## config.mk

```make
export PLATFORM = sky130hd
export DESIGN_NAME = mvm_tile_flat
export DESIGN_NICKNAME = d
export VERILOG_FILES = /design/src/source/noc_mlp_pkg.sv /design/src/source/flit_if.sv /design/src/source/mvm_tile.sv /design/src/flat_wrapper.sv
export SDC_FILE = /design/constraint.sdc
export NUM_CORES = 2
export LEC_CHECK = 0
export ABC_AREA = 1
export BUFFER_PORTS_ARGS = -buffer_cell sky130_fd_sc_hd__buf_2
export CAP_MARGIN = 0
export CORE_ASPECT_RATIO = 0.5
export CORE_UTILIZATION = 50
export CTS_CLUSTER_SIZE = 25
export DETAILED_ROUTE_END_ITERATION = 10
export HOLD_SLACK_MARGIN = 0.12
export PLACE_DENSITY_LB_ADDON = 0.15
export SLEW_MARGIN = 20
export SYNTH_ARGS = -nofsm -noshare
export SYNTH_HDL_FRONTEND = slang
export SYNTH_SLANG_ARGS = --single-unit
```

## constraint.sdc

```tcl
create_clock -name clk -period 7.9 [get_ports clk]
set_input_delay 0.79 -clock clk [delete_from_list [all_inputs] [get_ports clk]]
set_output_delay 0.79 -clock clk [all_outputs]
set_load 0.01 [all_outputs]
```

## src/source/noc_mlp_pkg.sv

```systemverilog
//##########################################################################
// node ids, flit layout and opcodes shared by the whole design
// flit is 37 bits, dest on top and lane 0 in the lowest byte of data
//##########################################################################

package noc_mlp_pkg;

    localparam int lanes   = 4;      // vector elements per flit
    localparam int lane_w  = 8;      // signed int8
    localparam int dest_w  = 2;
    localparam int row_w   = 2;
    localparam int n_nodes = 1 << dest_w;

    // node ids on the switch
    localparam logic [dest_w-1:0] node_inject = 2'd0;
    localparam logic [dest_w-1:0] node_tile0  = 2'd1;
    localparam logic [dest_w-1:0] node_tile1  = 2'd2;
    localparam logic [dest_w-1:0] node_eject  = 2'd3;

    typedef enum logic {
        op_weight = 1'b0,   // data holds one weight row
        op_vector = 1'b1
    } flit_op_e;

    typedef struct packed {
        logic [dest_w-1:0]       dest;
        flit_op_e                op;
        logic [row_w-1:0]        row;   // weight row, 0 on vectors
        logic [lanes*lane_w-1:0] data;
    } flit_t;

    localparam int in_word_w  = $bits(flit_t);   // an input word is a whole flit
    localparam int out_word_w = lanes * lane_w;  // results carry data only

endpackage

```

## src/source/flit_if.sv

```systemverilog
//##########################################################################
// valid/ready flit link, transfer on a clock edge with both high
// sender holds valid and flit stable until the transfer
//##########################################################################

interface flit_if;
    import noc_mlp_pkg::*;

    logic  valid;
    logic  ready;
    flit_t flit;

    modport sender (
        output valid,
        output flit,
        input  ready
    );

    modport receiver (
        input  valid,
        input  flit,
        output ready
    );

endinterface

```

## src/source/mvm_tile.sv

```systemverilog
//##########################################################################
// 4x4 int8 matrix times vector, results shifted right by shift and clipped
// weight flits always accepted, vectors need two cycles to reach tx
//##########################################################################

module mvm_tile #(
    parameter int                             shift     = 4,
    parameter logic [noc_mlp_pkg::dest_w-1:0] next_node = noc_mlp_pkg::node_eject
) (
    input logic      clk,
    input logic      arst_n,
    flit_if.receiver rx,
    flit_if.sender   tx
);
    import noc_mlp_pkg::*;

    localparam int prod_w = 2 * lane_w;
    localparam int acc_w  = prod_w + $clog2(lanes);
    localparam logic signed [acc_w-1:0] sat_hi = acc_w'((1 << (lane_w - 1)) - 1);
    localparam logic signed [acc_w-1:0] sat_lo = acc_w'(-(1 << (lane_w - 1)));

    logic signed [lane_w-1:0] w [lanes][lanes];      // [row][col]
    logic signed [lane_w-1:0] x [lanes];
    logic signed [prod_w-1:0] prod [lanes][lanes];
    logic [lanes*lane_w-1:0]  res;
    logic [lanes*lane_w-1:0]  res_q;
    logic                     s1_vld;
    logic                     s2_vld;
    logic                     adv1;
    logic                     adv2;
    logic                     is_vec;
    logic                     vec_take;
    logic                     wgt_take;

    always_comb begin
        for (int c = 0; c < lanes; c++) begin
            x[c] = rx.flit.data[c*lane_w +: lane_w];
        end
    end

    assign is_vec   = (rx.flit.op == op_vector);
    assign adv2     = ~s2_vld | tx.ready;
    assign adv1     = ~s1_vld | adv2;
    assign rx.ready = ~is_vec | adv1;     // stalls only vectors
    assign vec_take = rx.valid & is_vec & adv1;
    assign wgt_take = rx.valid & ~is_vec;

    always_ff @(posedge clk or negedge arst_n) begin
        if (!arst_n) begin
            w <= '{default: '0};
        end else if (wgt_take) begin
            for (int c = 0; c < lanes; c++) begin
                w[rx.flit.row][c] <= x[c];
            end
        end
    end

    // stage one, products
    always_ff @(posedge clk) begin
        if (vec_take) begin
            for (int r = 0; r < lanes; r++) begin
                for (int c = 0; c < lanes; c++) begin
                    prod[r][c] <= w[r][c] * x[c];
                end
            end
        end
    end

    // row sums, floor shift, clip to int8
    always_comb begin
        logic signed [acc_w-1:0] acc;
        logic signed [acc_w-1:0] sh;
        res = '0;
        for (int r = 0; r < lanes; r++) begin
            acc = '0;
            for (int c = 0; c < lanes; c++) begin
                acc = acc + prod[r][c];
            end
            sh = acc >>> shift;
            if (sh > sat_hi) begin
                res[r*lane_w +: lane_w] = sat_hi[lane_w-1:0];
            end else if (sh < sat_lo) begin
                res[r*lane_w +: lane_w] = sat_lo[lane_w-1:0];
            end else begin
                res[r*lane_w +: lane_w] = sh[lane_w-1:0];
            end
        end
    end

    always_ff @(posedge clk) begin
        if (adv2 && s1_vld) res_q <= res;
    end

    always_ff @(posedge clk or negedge arst_n) begin
        if (!arst_n) begin
            s1_vld <= 1'b0;
            s2_vld <= 1'b0;
        end else begin
            if (adv1) s1_vld <= vec_take;
            if (adv2) s2_vld <= s1_vld;
        end
    end

    assign tx.valid = s2_vld;
    assign tx.flit  = '{dest: next_node, op: op_vector, row: '0, data: res_q};

endmodule

```

## src/flat_wrapper.sv

```systemverilog
// flat-port wrapper written by rule: the top's interface ports become plain ports
module mvm_tile_flat import noc_mlp_pkg::*;
#(
    parameter int                             shift     = 4,
    parameter logic [noc_mlp_pkg::dest_w-1:0] next_node = noc_mlp_pkg::node_eject
)
  (clk, arst_n, rx_valid, rx_flit, rx_ready, tx_valid, tx_flit, tx_ready);
  flit_if rx_i ();
  flit_if tx_i ();
  input logic clk;
  input logic arst_n;
  input wire logic [$bits(rx_i.valid)-1:0] rx_valid;
  input wire logic [$bits(rx_i.flit)-1:0] rx_flit;
  output wire logic [$bits(rx_i.ready)-1:0] rx_ready;
  output wire logic [$bits(tx_i.valid)-1:0] tx_valid;
  output wire logic [$bits(tx_i.flit)-1:0] tx_flit;
  input wire logic [$bits(tx_i.ready)-1:0] tx_ready;
  assign rx_i.valid = rx_valid;
  assign rx_i.flit = rx_flit;
  assign rx_ready = rx_i.ready;
  assign tx_valid = tx_i.valid;
  assign tx_flit = tx_i.flit;
  assign tx_i.ready = tx_ready;
  mvm_tile #(.shift(shift), .next_node(next_node)) u_core (.clk(clk), .arst_n(arst_n), .rx(rx_i), .tx(tx_i));
endmodule
```

==> reports/qor.yml <==
layout:
  area_growth_pct: 5.264
  final_common_cell: "inv_1"
  final_cell_mix: "inv_1, nand2_1, fa_1, ha_1, edfxtp_1"
  layout.cells.non_filler: 9068
  final_nets: 8923
  layout-drive-gt1-share_pct: 3.559
  design_area_um2: 65630
global_routing:
  grt_max_degree: 136
  grt_pass1_wl_um: 237400
  grt_usage_pct: 24.16
  grt_remaining_overflow: 0
  grt_pass1_vias: 43590
  antenna_found_initial: 9
critical_path:
  cp_max_fo: 26
  crit_chain: "buf_2 -> inv_1 -> or2_2 -> fa_1 -> fa_1 -> inv_1 -> fa_1 -> fa_1 -> ha_1 -> a21oi_1 -> nand2_1 -> nand2_1 -> nand2_1 -> nand2_1 -> a21oi_1 -> o21ai_0 -> nand2_1 -> xor2_1"
  worstPathRequired_ns: 8.21
  worst_r2r_endpoint: "u_core.prod[2][60]"
  rr_worst_depth: 16
  timing.critical_path.mode_cell: "nand2_1"
  crit_slowest_cell: "xor2_1"
  worstPathArrival_ns: 5.89
  max_stage_delay_ns: 0.66
  worstSetupPathType: "input pin to flip-flop"
  r2r_slack_ns: 2.87
  path_delay_family: "adder cells"
  critPathBufInv: 3
  timing.rr.start: "u_core.w[56]"
  worst_setup_path_end_kind: "flip-flop"
  startpoint_type: "input pin"
detailed_routing:
  via_per_inst: 4.788
  wl_um: 144800
  avgRoutedWirePerCell_um: 15.96
  via_count: 43420
  postRouteAntennaNets: 0
  first_pass_iters: 5
  drtIter0Drc: 3215
  drc: 0
clock_network:
  cts_buffers: 48
  cts_tree: "built"
  cts_hold_buf: 0
  ctsHtreeMaxLevel: 2
  clk_pin_slew_ns: 0.07
  ctsRootBufferMaster: "clkbuf_16"
  clk_path_buf_depth: 3
  clk_latency_ns: 0.64
  post_cts_buffers: 0
  clock-sinks: 418
  cts_resized: 0
synthesis:
  synth_edf_count: 288
  yosys.area.top_type_share_pct: 32.36
  ys_async_sr_fraction_pct: 31.10
  yosysUniqueCellTypes: 44
  ys_seq_elements: 418
  yosys.area.top_type: "fa_1"
  syn_inst: 7489
  synth_area_leaders: "fa_1, inv_1, edfxtp_1"
  synthFlopType: "edfxtp_1"
  syn-cell-area_um2: 62350
  ys_warn_count: 0
  synth_sequential_area_ratio_pct: 19.09
  syn_avg_cell_area_um2: 8.326
floorplanning:
  core-area_um2: 123400
  die_area_um2: 126200
  initial_utilization_pct: 50.52
  chipHeight_um: 251.7
  boundaryPins: 80
  die_x_um: 501.4
  rows: 91
timing:
  worst_slew_pin_slew_ns: 1.107
  finalHoldViolations: 0
  max_freq_mhz: 179.1
  slew_headroom_pct: 25.97
  post-route-period-util_pct: 70.66
  skew_ns: 0.04216
  hold_slack_ns: 0.1896
  maxSlewViolCount: 0
  setup_tns_ns: 0
  rsz0062_at_grt: "no"
  min_period_ns: 5.582
  setup_violations: 0
run_status:
  outcome: "finished, final reports clean"
placement:
  place_congestion: 0.9218
  dp_hpwl_um: 117100
  place_inst: 8974
  dpl-instance-area_um2: 63920
  port_buffers: 72
min_path:
  hold_path.class: "input pin to async pin"
job:
  maxCapViolCount: 0
-- per-stage QoR --
stage                     worst slack, ns  util (%)
after CTS                           2.419     53.17
after global routing                2.052     53.17
after floorplan                     1.268         -
after detailed placement            1.829     51.79
final                               2.318     53.18
after global placement              1.790     51.79
-- how the worst max path moves through the flow --
stage	slack (ns)	end	from	cells past startpoint
6_report	2.32	u_core.prod[2][60]	rx_flit[7]	18
5_1_grt	2.05	u_core.prod[2][61]	rx_flit[7]	16
4_1_cts	2.42	u_core.prod[2][60]	rx_flit[7]	18
3_5_place_dp	1.83	u_core.prod[2][60]	rx_flit[7]	18
3_3_place_gp	1.79	u_core.prod[2][60]	rx_flit[7]	18
2_1_floorplan	1.27	u_core.prod[0][0]	tx_ready	6
-- metal layers --
layer	GRT usage, %	up-vias	part of all wire [%]
met3	5.067	123	7.7
met5	0	-	0
met2	34.56	967	41
met1	37.75	21130	50
met4	4.083	0	1.6
li1	-	21200	-
-- state kept, by name (all words and copies together), names as in the netlist --
name,count
u_core.tx.valid,1
u_core.prod,256
u_core.w,128
u_core.res_q,32
u_core.s1_vld,1
-- layout make-up --
type,count,area [um^2]
Antenna cell,4,10.01
Clock buffer,60,1329
Clock inverter,30,370.4
Fill cell,11700,57790
Inverter,2443,9178
Multi-Input combinational cell,4350,40240
Sequential cell,418,11900
Tap cell,1674,2095
Timing Repair Buffer,89,506.7
-- Yosys cell counts, types with 5 or more instances --
| cell | number |
|---|---|
| a31oi_1 | 11 |
| a221oi_1 | 5 |
| dfrtp_1 | 130 |
| nand4_1 | 18 |
| nand3b_1 | 12 |
| a21oi_1 | 205 |
| ha_1 | 524 |
| edfxtp_1 | 288 |
| o221ai_1 | 5 |
| and2_1 | 8 |
| inv_1 | 2438 |
| buf_4 | 5 |
| nor2_1 | 187 |
| nor2_2 | 5 |
| nand2_1 | 1590 |
| o2111ai_1 | 19 |
| xnor2_1 | 161 |
| xor2_1 | 139 |
| nor3_1 | 20 |
| nand3_1 | 108 |
| o21bai_1 | 14 |
| o21ai_0 | 195 |
| clkbuf_1 | 271 |
| or2_2 | 47 |
| fa_1 | 1008 |
| buf_1 | 5 |
| nand2_2 | 16 |
| a21o_1 | 18 |
-- cells by family after synthesis --
| group | Yosys count | synth area share [%] |
|---|---|---|
| AND/OR/NAND/NOR | 2025 | 13.02 |
| AO/OA/AOI/OAI | 488 | 4.355 |
| buffers and inverters | 2724 | 16.43 |
| other | 2 | 0.01204 |
| XOR/XNOR | 300 | 4.214 |
| adder cells (fa/ha/maj) | 1532 | 42.88 |
| flip-flops | 418 | 19.09 |
Power is not shown: default switching activity piles up to over one toggle a cycle in this logic, so the estimate is an artifact.
