$ cat src/source/sync_fifo.sv
//##########################################################################
// show-ahead synchronous FIFO, write visible at the head one cycle later
// writes when full and reads when empty are dropped
//##########################################################################

module sync_fifo #(
    parameter int width = 32,
    parameter int depth = 8
) (
    input  logic             clk,
    input  logic             arst_n,
    input  logic [width-1:0] wdata,
    input  logic             wen,
    output logic             full,
    output logic [width-1:0] rdata,
    input  logic             ren,
    output logic             empty
);

    localparam int aw = (depth > 1) ? $clog2(depth) : 1;
    localparam int cw = $clog2(depth + 1);

    logic [width-1:0] mem [depth];
    logic [aw-1:0]    wr_ptr;
    logic [aw-1:0]    rd_ptr;
    logic [cw-1:0]    count;
    logic             do_wr;
    logic             do_rd;

    function automatic logic [aw-1:0] bump(input logic [aw-1:0] ptr);
        return (ptr == aw'(depth - 1)) ? '0 : ptr + 1'b1;
    endfunction

    assign full  = (count == cw'(depth));
    assign empty = (count == '0);
    assign do_wr = wen & ~full;
    assign do_rd = ren & ~empty;
    assign rdata = mem[rd_ptr];   // head, no read latency

    always_ff @(posedge clk or negedge arst_n) begin
        if (!arst_n) begin
            wr_ptr <= '0;
            rd_ptr <= '0;
            count  <= '0;
        end else begin
            if (do_wr) wr_ptr <= bump(wr_ptr);
            if (do_rd) rd_ptr <= bump(rd_ptr);
            if (do_wr && !do_rd) begin
                count <= count + 1'b1;
            end else if (do_rd && !do_wr) begin
                count <= count - 1'b1;
            end
        end
    end

    always_ff @(posedge clk) begin
        if (do_wr) mem[wr_ptr] <= wdata;
    end

endmodule

$ cat config.mk
export PLATFORM = sky130hd
export DESIGN_NAME = sync_fifo
export DESIGN_NICKNAME = d
export VERILOG_FILES = /design/src/source/sync_fifo.sv
export SDC_FILE = /design/constraint.sdc
export NUM_CORES = 1
export LEC_CHECK = 0
export BUFFER_PORTS_ARGS = -buffer_cell sky130_fd_sc_hd__buf_4
export CAP_MARGIN = 20
export CORE_UTILIZATION = 60
export CTS_CLUSTER_DIAMETER = 40
export DETAILED_ROUTE_END_ITERATION = 10
export PLACE_DENSITY_LB_ADDON = 0.1
export REMOVE_ABC_BUFFERS = 1
export SYNTH_ARGS = -nofsm -noshare
export SYNTH_HDL_FRONTEND = slang
export SYNTH_SLANG_ARGS = --single-unit
$ cat constraint.sdc
create_clock -name clk -period 4.9 [get_ports clk]
set_input_delay 0.735 -clock clk [delete_from_list [all_inputs] [get_ports clk]]
set_output_delay 0.735 -clock clk [all_outputs]
set_load 0.02 [all_outputs]
==> metrics, run 1 <==
Worst setup EP type output port; #FFs+latches synth between 200 and 300; clk_lat worst skew approximately 500 ps; pwr dens about 630 nW/um2; Die W 133 um; area of the mapped netlist about 10000 um2; first-pass GRT wire length about 29 mm; P_leak slightly above 4 nW; post-CTS resize count 0; ys async rst share between 3 and 4%; fin crit period approximately 3600 ps; Worst IR Drop VDD 0.000424 V; Netlist cell types 32; register area 7940 um2; number of synthesis warnings 0; multi-input logic area 2270 um2; FP Rows 47; status completed; critical path data required time between 4000 and 5000 ps; pin count of the biggest net entering global routing a little over 40; Starting Density between 60% and 70%; R2R Path End count[3]$_DFFE_PN0P_; Detailed Routing Iterations Pass 1 4; maxcap violations 0; root buffer cell clkbuf_16; Max Clk Rate roughly 0.28 GHz; sum of negative setup slack 0 ps; core area 16600 um2; hold-fix buffers at CTS 0; postcts setup bufs 0; Slew headroom 26.9%; drt via density between 6 and 7; P&R area growth vs syn 18.4%; estimated wirelength of the detail-placed design around 10 mm; TritonCTS clock tree done; top fanout value on the critical path 40; crit path kind register to output port; via count around 4700; GPL Wtd Cong slightly above 0.7; final worst clock skew about 19 ps; Main synth FF type edfxtp_1; NumNets Final between 500 and 600; CP Launch Type register; worst hold path type input pin to async pin; Slew @ Worst Pin about 1100 ps; fillcell total around 950; share of layout cells above drive strength 1 a little over two fifths; CP Data Arrival Time 2820 ps; Die ar. approximately 18000 um2; Antenna diodes 0; # port buffers 69; cells on worst reg2reg path 9; io pins 70; GRT Total Usage approximately 23%; sequential fraction of the synthesis area ~77%; vias in the first global route ~5100; clk buf depth 3; reg2reg start count[0]$_DFFE_PN0P_; Post-synth EDFFs ~260; wire per inst around 24 um; # clock sinks between 200 and 300; initial drt markers 286; DRT antenna net count 0; number of CTS-inserted buffers 34; Clk pin slew, worst setup/hold paths approximately 60 ps; H-Tree Level Count 2; DIE HEIGHT between 100 and 150 um; total wire length 18.7 mm; total gr overflow 0; Final Hold Fails 0; r2r setup slk ~1900 ps; Synth Instances roughly 440; final-report setup violation count 0; Setup WS post-layout ~1300 ps; Final Slew Violations 0; mean area per synthesized cell roughly 24 um2; Post-Place Worst Slack about 1800 ps; RSZ-0062 raised after global routing false; initial antenna violation count 1; DRC errors left 0; period utilisation layout between 70% and 80%
==> critical path, stage by stage (launching register included) <==
cell     delay [ps]
dfrtp_4         900
buf_4           410
mux4_2          540
mux2_2          310
buf_4           160
==> metal layers <==
layer  wire (um)  part of all wire, %  global-route usage [%]
met1        7550                   40                    30.5
met2        9620                   51                    37.1
met5          14                0.075                       0
met4         416                  2.2                    7.60
met3        1090                  5.8                    5.13
==> placed cells by master (no fill, tap or decap), drive strengths merged <==
cell        n
a2111o      1
a21o        1
a21oi       2
buf        81
clkbuf     44
clkinv      8
clkinvlp    3
dfrtp      10
edfxtp    256
fa          1
ha          7
inv         9
mux2       37
mux2i       1
mux4       64
nand2       5
nand2b      3
nand3       3
nand3b      1
nor2        4
nor3        6
nor4        2
o211ai      2
o21ai       2
o41ai       1
or3         1
or4         1
or4b        1
xnor2       2
==> cell families (layout without fill, tap and decap cells) <==
logic type / count (synthesis) / in the layout / synth area share (%)
simple gates: 27 / 27 / 1.40
compound gates: 9 / 9 / 0.791
fa+ha+maj: 8 / 8 / 1.05
buf+inv: 22 / 145 / 1.26
mux: 102 / 102 / 18.2
flops: 266 / 266 / 77.2
xor+xnor: 2 / 2 / 0.170
==> metrics by stage <==
| step | cell area (um2) | utilization [%] | hold WS [ps] | total power, mW | instances |
|---|---|---|---|---|---|
| after floorplan | 10200 | - | 439 | 4.72 | 417 |
| after global placement | 11100 | 66.7 | 578 | 5.42 | 718 |
| after detailed placement | 11100 | 66.7 | 579 | 5.49 | 718 |
| after CTS | 12200 | 73.2 | 46.4 | 7.81 | 779 |
| after global routing | 12200 | 73.2 | 52.6 | 8.06 | 779 |
| final | 12200 | 73.2 | 62.5 | 7.73 | 779 |
==> report_power, final <==
group / total (mW) / internal [mW] / switching, mW
sequential: 3.20 / 2.88 / 0.318
clock: 2.31 / 1.39 / 0.920
combinational: 2.22 / 1.15 / 1.07
total: 7.73 / 5.42 / 2.31
==> how the worst max path moves through the flow <==
stage	from	to	slack, ps	cells past startpoint
global placement	rd_ptr[0]$_DFFE_PN0P_	rdata[11]	1780	4
finish	rd_ptr[0]$_DFFE_PN0P_	rdata[10]	1340	4
detailed placement	rd_ptr[0]$_DFFE_PN0P_	rdata[19]	1750	4
CTS	rd_ptr[0]$_DFFE_PN0P_	rdata[19]	1230	4
floorplan	wen	mem[0][0]$_DFFE_PP_	490	2
global route	rd_ptr[0]$_DFFE_PN0P_	rdata[19]	1120	4
==> flip-flops by register name, indices dropped and copies added, names as in the netlist <==
name    cells
wr_ptr      3
mem       256
count       4
rd_ptr      3
==> cell usage after synthesis (2+ instances only) <==
library cell / number / area [um2]
a21oi_1: 2 / 10.0
buf_1: 3 / 11.3
buf_2: 5 / 25.0
buf_6: 4 / 45.0
clkbuf_1: 6 / 22.5
dfrtp_1: 10 / 250
edfxtp_1: 256 / 7690
ha_1: 7 / 87.6
inv_1: 3 / 11.3
mux2_1: 3 / 33.8
mux2_2: 34 / 383
mux4_2: 64 / 1440
nand2_1: 4 / 15.0
nand2b_1: 3 / 18.8
nand3_1: 3 / 15.0
nor2_1: 4 / 15.0
nor3_1: 6 / 30.0
nor4_1: 2 / 12.5
o211ai_1: 2 / 15.0
o21ai_0: 2 / 10.0
xnor2_1: 2 / 17.5
==> cell type report <==
type / instances / share of cell area, %
inverter: 3 / 0.0925
clock buffer: 44 / 7.82
tap: 220 / 2.26
multi-input combinational: 148 / 18.6
sequential: 266 / 65.2
timing repair buffer: 81 / 4.99
clock inverter: 17 / 1.01
Note: power is estimated with default switching activity, not from simulation.
==> inputs of run 2 (changes only) <==
--- a/config.mk
+++ b/config.mk
@@ -7,7 +7,7 @@
 export LEC_CHECK = 0
 export BUFFER_PORTS_ARGS = -buffer_cell sky130_fd_sc_hd__buf_4
 export CAP_MARGIN = 20
-export CORE_UTILIZATION = 60
+export CORE_UTILIZATION = 54
 export CTS_CLUSTER_DIAMETER = 40
 export DETAILED_ROUTE_END_ITERATION = 10
 export PLACE_DENSITY_LB_ADDON = 0.1
==> constraint.sdc (replaced) <==
create_clock -name clk -period 3.15 [get_ports clk]
set_input_delay 0.4725 -clock clk [delete_from_list [all_inputs] [get_ports clk]]
set_output_delay 0.4725 -clock clk [all_outputs]
set_load 0.02 [all_outputs]
==> run 2 against run 1 <==
Net effect: wire length down 0.10%; core utilization down 7.1 points; worst hold slack better by 140 ps; critical endpoint is now count[3]$_DFFE_PN0P_; via count down 1.2%.
==> metrics, run 2 (synthesized netlist as in run 1, its figures left out) <==
estimated wirelength of the detail-placed design 10.2 mm (+1.2%); postcts setup bufs 0 (unchanged); root buffer cell clkbuf_16; H-Tree Level Count 2 (unchanged); Worst IR Drop VDD 0.000593 V (+40%); Starting Density 55.0% (-6.8 points); initial antenna violation count 1 (unchanged); commonest cells after routing, fill and taps aside edfxtp_1 (256), buf_4 (82), mux4_2 (64), mux2_2 (34), clkbuf_16 (34); final instance area 12400 um2 (+1.4%); Largest register FFs 256 (unchanged); period utilisation layout a little over nine tenths; final worst clock skew 14.9 ps (-3.62 ps); P_leak 4.12 nW (+1.5%); core area 18700 um2 (+12%); R2R Path End count[3]$_DFFE_PN0P_; via count 4689 (-1.2%); number of CTS-inserted buffers 34 (unchanged); # port buffers 69 (unchanged); Die ar. 19600 um2 (+11%); GRT Total Usage 20.3% (-2.4 points); initial drt markers 270 (-5.6%); DRT antenna net count 0 (unchanged); share of layout cells above drive strength 1 43.8% (+0.17 points); maxcap violations 0 (unchanged); cells on worst reg2reg path 9 (unchanged); NumNets Final 585 (+1.2%); Final Slew Violations 0 (unchanged); net switching power of the design 3.60 mW (+56%); clk buf depth 3 (unchanged); Finished Layout Cells 800 (+2.7%); Largest regs mem: 256 flops, count: 4 flops; vias in the first global route 5121 (+1.3%); crit path kind register to register; fin crit period 2990 ps; Hold Crit Endpoint mem[6][9]$_DFFE_PP_; status completed; CP Data Arrival Time 3340 ps (+520 ps); pwr dens 994 nW/um2 (+57%); Detailed Routing Iterations Pass 1 4 (unchanged); drt via density 5.86 (-3.8%); Most flops, register mem; r2r setup slk 160 ps (-1700 ps); Worst Hold Launch wdata[9]; final-report setup violation count 0 (unchanged); Die W 140 um (+5.3%); io pins 70 (unchanged); Placed Cells 738 (+2.8%); Antenna diodes 0 (unchanged); worst hold path type input pin to register; Seq pwr share 38.3% (-3.1 points); clk_lat worst skew 500 ps (about the same); Slew headroom 61.1% (+34 points); clock power share 30.1% (+0.2 points); top fanout value on the critical path 8 (-80%); RSZ-0062 raised after global routing false; Worst setup EP type register; GPL Wtd Cong 0.769 (+7.8%); Final Hold Fails 0 (unchanged); pin count of the biggest net entering global routing 49 (+20%); commonest non-fill, non-tap cell in the layout edfxtp_1; DRC errors left 0 (unchanged); P&R area growth vs syn 20.1%; FP Rows 50 (+6.4%); wire per inst 23.3 um (-2.7%); Logic pwr share 31.6% (+2.9 points); CP Launch Type register; reg2reg start count[1]$_DFFE_PN0P_; Clk pin slew, worst setup/hold paths 50 ps (about the same); Max Clk Rate between 0.3 and 0.4 GHz; Post-DP Area 11200 um2 (+1.1%); Slew @ Worst Pin 584 ps (-506 ps); total wire length 18.7 mm (-0.10%); total gr overflow 0 (unchanged); WHS Path Cells 1; sum of negative setup slack 0 ps (unchanged); sw frac 29.3% (-0.61 points); first-pass GRT wire length 29.0 mm (-0.92%); internal power 8.68 mW (+60%); # clock sinks 266 (unchanged); DIE HEIGHT 140 um (+5.3%); critical path data required time 3500 ps (-660 ps); crit path launch count[1]$_DFFE_PN0P_; TritonCTS clock tree done
## run 2: how the worst max path moves through the flow
stage	to	cells after the start
global route	count[3]$_DFFE_PN0P_	9
floorplan	mem[0][0]$_DFFE_PP_	3
detailed placement	count[3]$_DFFE_PN0P_	9
global placement	count[3]$_DFFE_PN0P_	9
CTS	count[3]$_DFFE_PN0P_	9
finish	count[3]$_DFFE_PN0P_	9
## run 2: critical path: stages (launching register included)
cell,delay [ps]
dfrtp_1,470
or4b_4,610
nand2_4,150
inv_1,60
ha_1,260
inv_1,170
ha_1,320
or4_1,550
o211ai_1,130
o211ai_1,130
## run 2: cell type report
| class | instances | area, um2 |
|---|---|---|
| Sequential cell | 266 | 7940 |
| Fill cell | 1210 | 6350 |
| Multi-Input combinational cell | 148 | 2280 |
| Clock buffer | 37 | 862 |
| Timing Repair Buffer | 88 | 726 |
| Tap cell | 234 | 293 |
| Clock inverter | 24 | 245 |
| Inverter | 3 | 11.3 |
## run 2: what timing repair did
action,CTS,global route
setup endpoints to repair,0,1
gates resized for setup,0,2
hold buffers,1,0
hold endpoints to repair,10,0
## run 2: per-layer routing
metal  track usage (%)  wire [um]  vias up
met4              6.71        359        2
met3              4.51        920       34
met5                 0         17        -
met1              25.9       7650     2459
li1                  -          -     2067
met2              34.8       9720      127
## run 2: per-stage QoR
step | power (mW) | utilization, % | hold slack [ps] | worst slack, ps
2_1_floorplan | 7.35 | - | 177 | -1230
3_3_place_gp | 8.59 | 60.0 | 305 | 295
3_5_place_dp | 8.71 | 60.0 | 315 | 90.2
4_1_cts | 12.4 | 66.0 | 182 | 75.0
5_1_grt | 12.8 | 66.1 | 189 | 28.3
6_report | 12.3 | 66.1 | 204 | 157
## run 2: power groups by stage
| stage | logic [mW] | clock network, mW | registers, mW |
|---|---|---|---|
| after global routing | 4.15 | 3.93 | 4.75 |
| final | 3.88 | 3.70 | 4.70 |
| after floorplan | 2.31 | 0 | 5.04 |
| after global placement | 3.86 | 0 | 4.73 |
| after CTS | 3.96 | 3.78 | 4.71 |
| after detailed placement | 3.94 | 0 | 4.78 |
==> inputs of run 3 (changes only) <==
--- a/config.mk
+++ b/config.mk
@@ -6,11 +6,10 @@
 export NUM_CORES = 1
 export LEC_CHECK = 0
 export BUFFER_PORTS_ARGS = -buffer_cell sky130_fd_sc_hd__buf_4
-export CAP_MARGIN = 20
 export CORE_UTILIZATION = 54
 export CTS_CLUSTER_DIAMETER = 40
 export DETAILED_ROUTE_END_ITERATION = 10
-export PLACE_DENSITY_LB_ADDON = 0.1
+export PLACE_DENSITY = 0.81
 export REMOVE_ABC_BUFFERS = 1
 export SYNTH_ARGS = -nofsm -noshare
 export SYNTH_HDL_FRONTEND = slang
==> run 3 against run 2 <==
Net effect: worst hold slack worse by 50 ps; largest cell class unchanged; global-route usage hardly changed; fmax is 0.80% lower; non-clock buffer count is 2 higher; clock skew is 7.1 ps lower; critical path depth stayed put.
==> metrics, run 3 (synthesized netlist as in run 1, its figures left out) <==
status completed; GRT Total Usage 20.3% (about the same); Slew headroom 29.4% (-32 points); Largest regs mem: 256 flops, count: 4 flops; H-Tree Level Count 1 (-1); sw frac 29.6% (+0.30 points); FP Rows 50 (unchanged); first-pass GRT wire length 29.4 mm (+1.5%); via count 4792 (+2.2%); Finished Layout Cells 799 (-0.13%); critical path data required time 3570 ps (+70 ps); fin crit period 3020 ps (+24.0 ps); # clock sinks 266 (unchanged); end point of the critical path count[3]$_DFFE_PN0P_; Slew @ Worst Pin 1050 ps (+469 ps); Most flops, register mem; TritonCTS clock tree done; commonest cells after routing, fill and taps aside edfxtp_1 (256), buf_4 (83), mux4_2 (64), mux2_2 (34), clkbuf_16 (31); # port buffers 69 (unchanged); clk_lat worst skew 540 ps (+40 ps); Final Slew Violations 0 (unchanged); final-report setup violation count 0 (unchanged); top fanout value on the critical path 8 (unchanged); pin count of the biggest net entering global routing 27 (-45%); commonest non-fill, non-tap cell in the layout edfxtp_1; Placed Cells 740 (+0.27%); Detailed Routing Iterations Pass 1 4 (unchanged); number of CTS-inserted buffers 31 (-8.8%); Setup WS post-layout 133 ps (-24.0 ps); NumNets Final 584 (-0.17%); fillcell total 1161 (-4.0%); core area 18700 um2 (unchanged); net switching power of the design 3.66 mW (+1.6%); share of layout cells above drive strength 1 44.9% (+1.0 points); R2R Path End count[3]$_DFFE_PN0P_; final worst clock skew 7.81 ps (-7.09 ps); Die W 140 um (unchanged); sum of negative setup slack 0 ps (unchanged); Die ar. 19600 um2 (unchanged); multi-input logic area 2280 um2 (unchanged); CP Launch Type register; worst hold path type input pin to register; Worst IR Drop VDD 0.000571 V (-3.7%); GPL Wtd Cong 0.828 (+7.7%); initial drt markers 286 (+5.9%); internal power 8.70 mW (+0.19%); clock power share 30.2% (about the same); Logic pwr share 30.9% (-0.7 points); vias in the first global route 5126 (+0.098%); io pins 70 (unchanged); total gr overflow 0 (unchanged); Starting Density 55.0% (unchanged); Seq pwr share 38.9% (+0.6 points); crit path kind register to register; Max Clk Rate 0.332 GHz (-0.80%); total wire length 19.1 mm (+2.3%); crit path launch count[1]$_DFFE_PN0P_; WHS Path Cells 1 (unchanged); RSZ-0062 raised after global routing false; root buffer cell clkbuf_16; CP Data Arrival Time 3440 ps (+100 ps); drt via density 6.00 (+2.3%); P_leak 4.14 nW (+0.43%); initial antenna violation count 1 (unchanged); estimated wirelength of the detail-placed design 10.9 mm (+6.0%); Clk pin slew, worst setup/hold paths 60 ps (about the same); P&R area growth vs syn 20.3%; DRT antenna net count 0 (unchanged); Largest register FFs 256 (unchanged); period utilisation layout 95.8% (+0.76 points); postcts setup bufs 0 (unchanged); maxcap violations 0 (unchanged); register area 7940 um2 (unchanged); wire per inst 23.9 um (+2.4%); reg2reg start count[1]$_DFFE_PN0P_; Post-Place Worst Slack 118 ps (+28.2 ps); pwr dens 999 nW/um2 (+0.50%); cells on worst reg2reg path 9 (unchanged); Worst setup EP type register; r2r setup slk 130 ps (-20 ps); clk buf depth 3 (unchanged); DIE HEIGHT 140 um (unchanged); DRC errors left 0 (unchanged); Final Hold Fails 0 (unchanged)
-- run 3: cell count changes in the layout (fill, tap and decap cells not counted), sizes merged --
cell	change
clkbuf	-5
clkinv	-3
inv	+3
buf	+2
bufinv	+2
clkinvlp	-1
diode	+1
-- run 3: per-stage QoR --
step | cell area (um2) | total power [mW] | utilization, % | hold slack (ps)
3_5_place_dp | 11300 | 8.72 | 60.2 | 314
6_report | 12400 | 12.4 | 66.1 | 154
2_1_floorplan | 10200 | 7.35 | - | 177
3_3_place_gp | 11300 | 8.60 | 60.2 | 310
4_1_cts | 12400 | 12.5 | 66.1 | 139
5_1_grt | 12400 | 12.8 | 66.1 | 148
-- run 3: worst min path at each step --
| stage | from | to | slack (ps) |
|---|---|---|---|
| 2_1_floorplan | arst_n | count[0]$_DFFE_PN0P_ | 180 |
| 3_3_place_gp | arst_n | count[2]$_DFFE_PN0P_ | 310 |
| 3_5_place_dp | arst_n | count[2]$_DFFE_PN0P_ | 310 |
| 4_1_cts | wdata[3] | mem[4][3]$_DFFE_PP_ | 140 |
| 5_1_grt | wdata[30] | mem[7][30]$_DFFE_PP_ | 150 |
| 6_report | wdata[3] | mem[4][3]$_DFFE_PP_ | 150 |
-- run 3: area by class of cell --
class	count	area share, %
Antenna cell	1	0.0202
Clock buffer	32	6.30
Clock inverter	25	2.52
Inverter	3	0.0910
Multi-Input combinational cell	148	18.4
Sequential cell	266	64.2
Tap cell	234	2.37
Timing Repair Buffer	90	6.09
-- run 3: power groups by stage --
stage	combinational, mW	sequential [mW]	clock [mW]
global placement	3.77	4.83	0
floorplan	2.31	5.04	0
finish	3.82	4.80	3.73
detailed placement	3.84	4.88	0
global route	4.07	4.86	3.91
CTS	3.88	4.81	3.79
-- run 3: critical path, stage by stage, from the launching register on --
cell	delay [ps]
dfrtp_1	480
or4b_4	610
nand2_4	150
inv_1	60
ha_1	270
inv_1	180
ha_1	330
or4_1	570
o211ai_1	120
o211ai_1	110
-- run 3: layer usage --
layer	up-vias	part of all wire, %	track usage, %
li1	2069	-	-
met1	2528	42	27.7
met2	154	50	33.3
met3	41	6.0	4.14
met4	0	2.3	6.48
met5	-	0	0
-- run 3: timing repair --
| action | in CTS | in global routing |
|---|---|---|
| hold buffers | 1 | 0 |
| hold endpoints to repair | 10 | 0 |
| resized for setup | 0 | 2 |
| endpoints found under the setup margin | 0 | 1 |
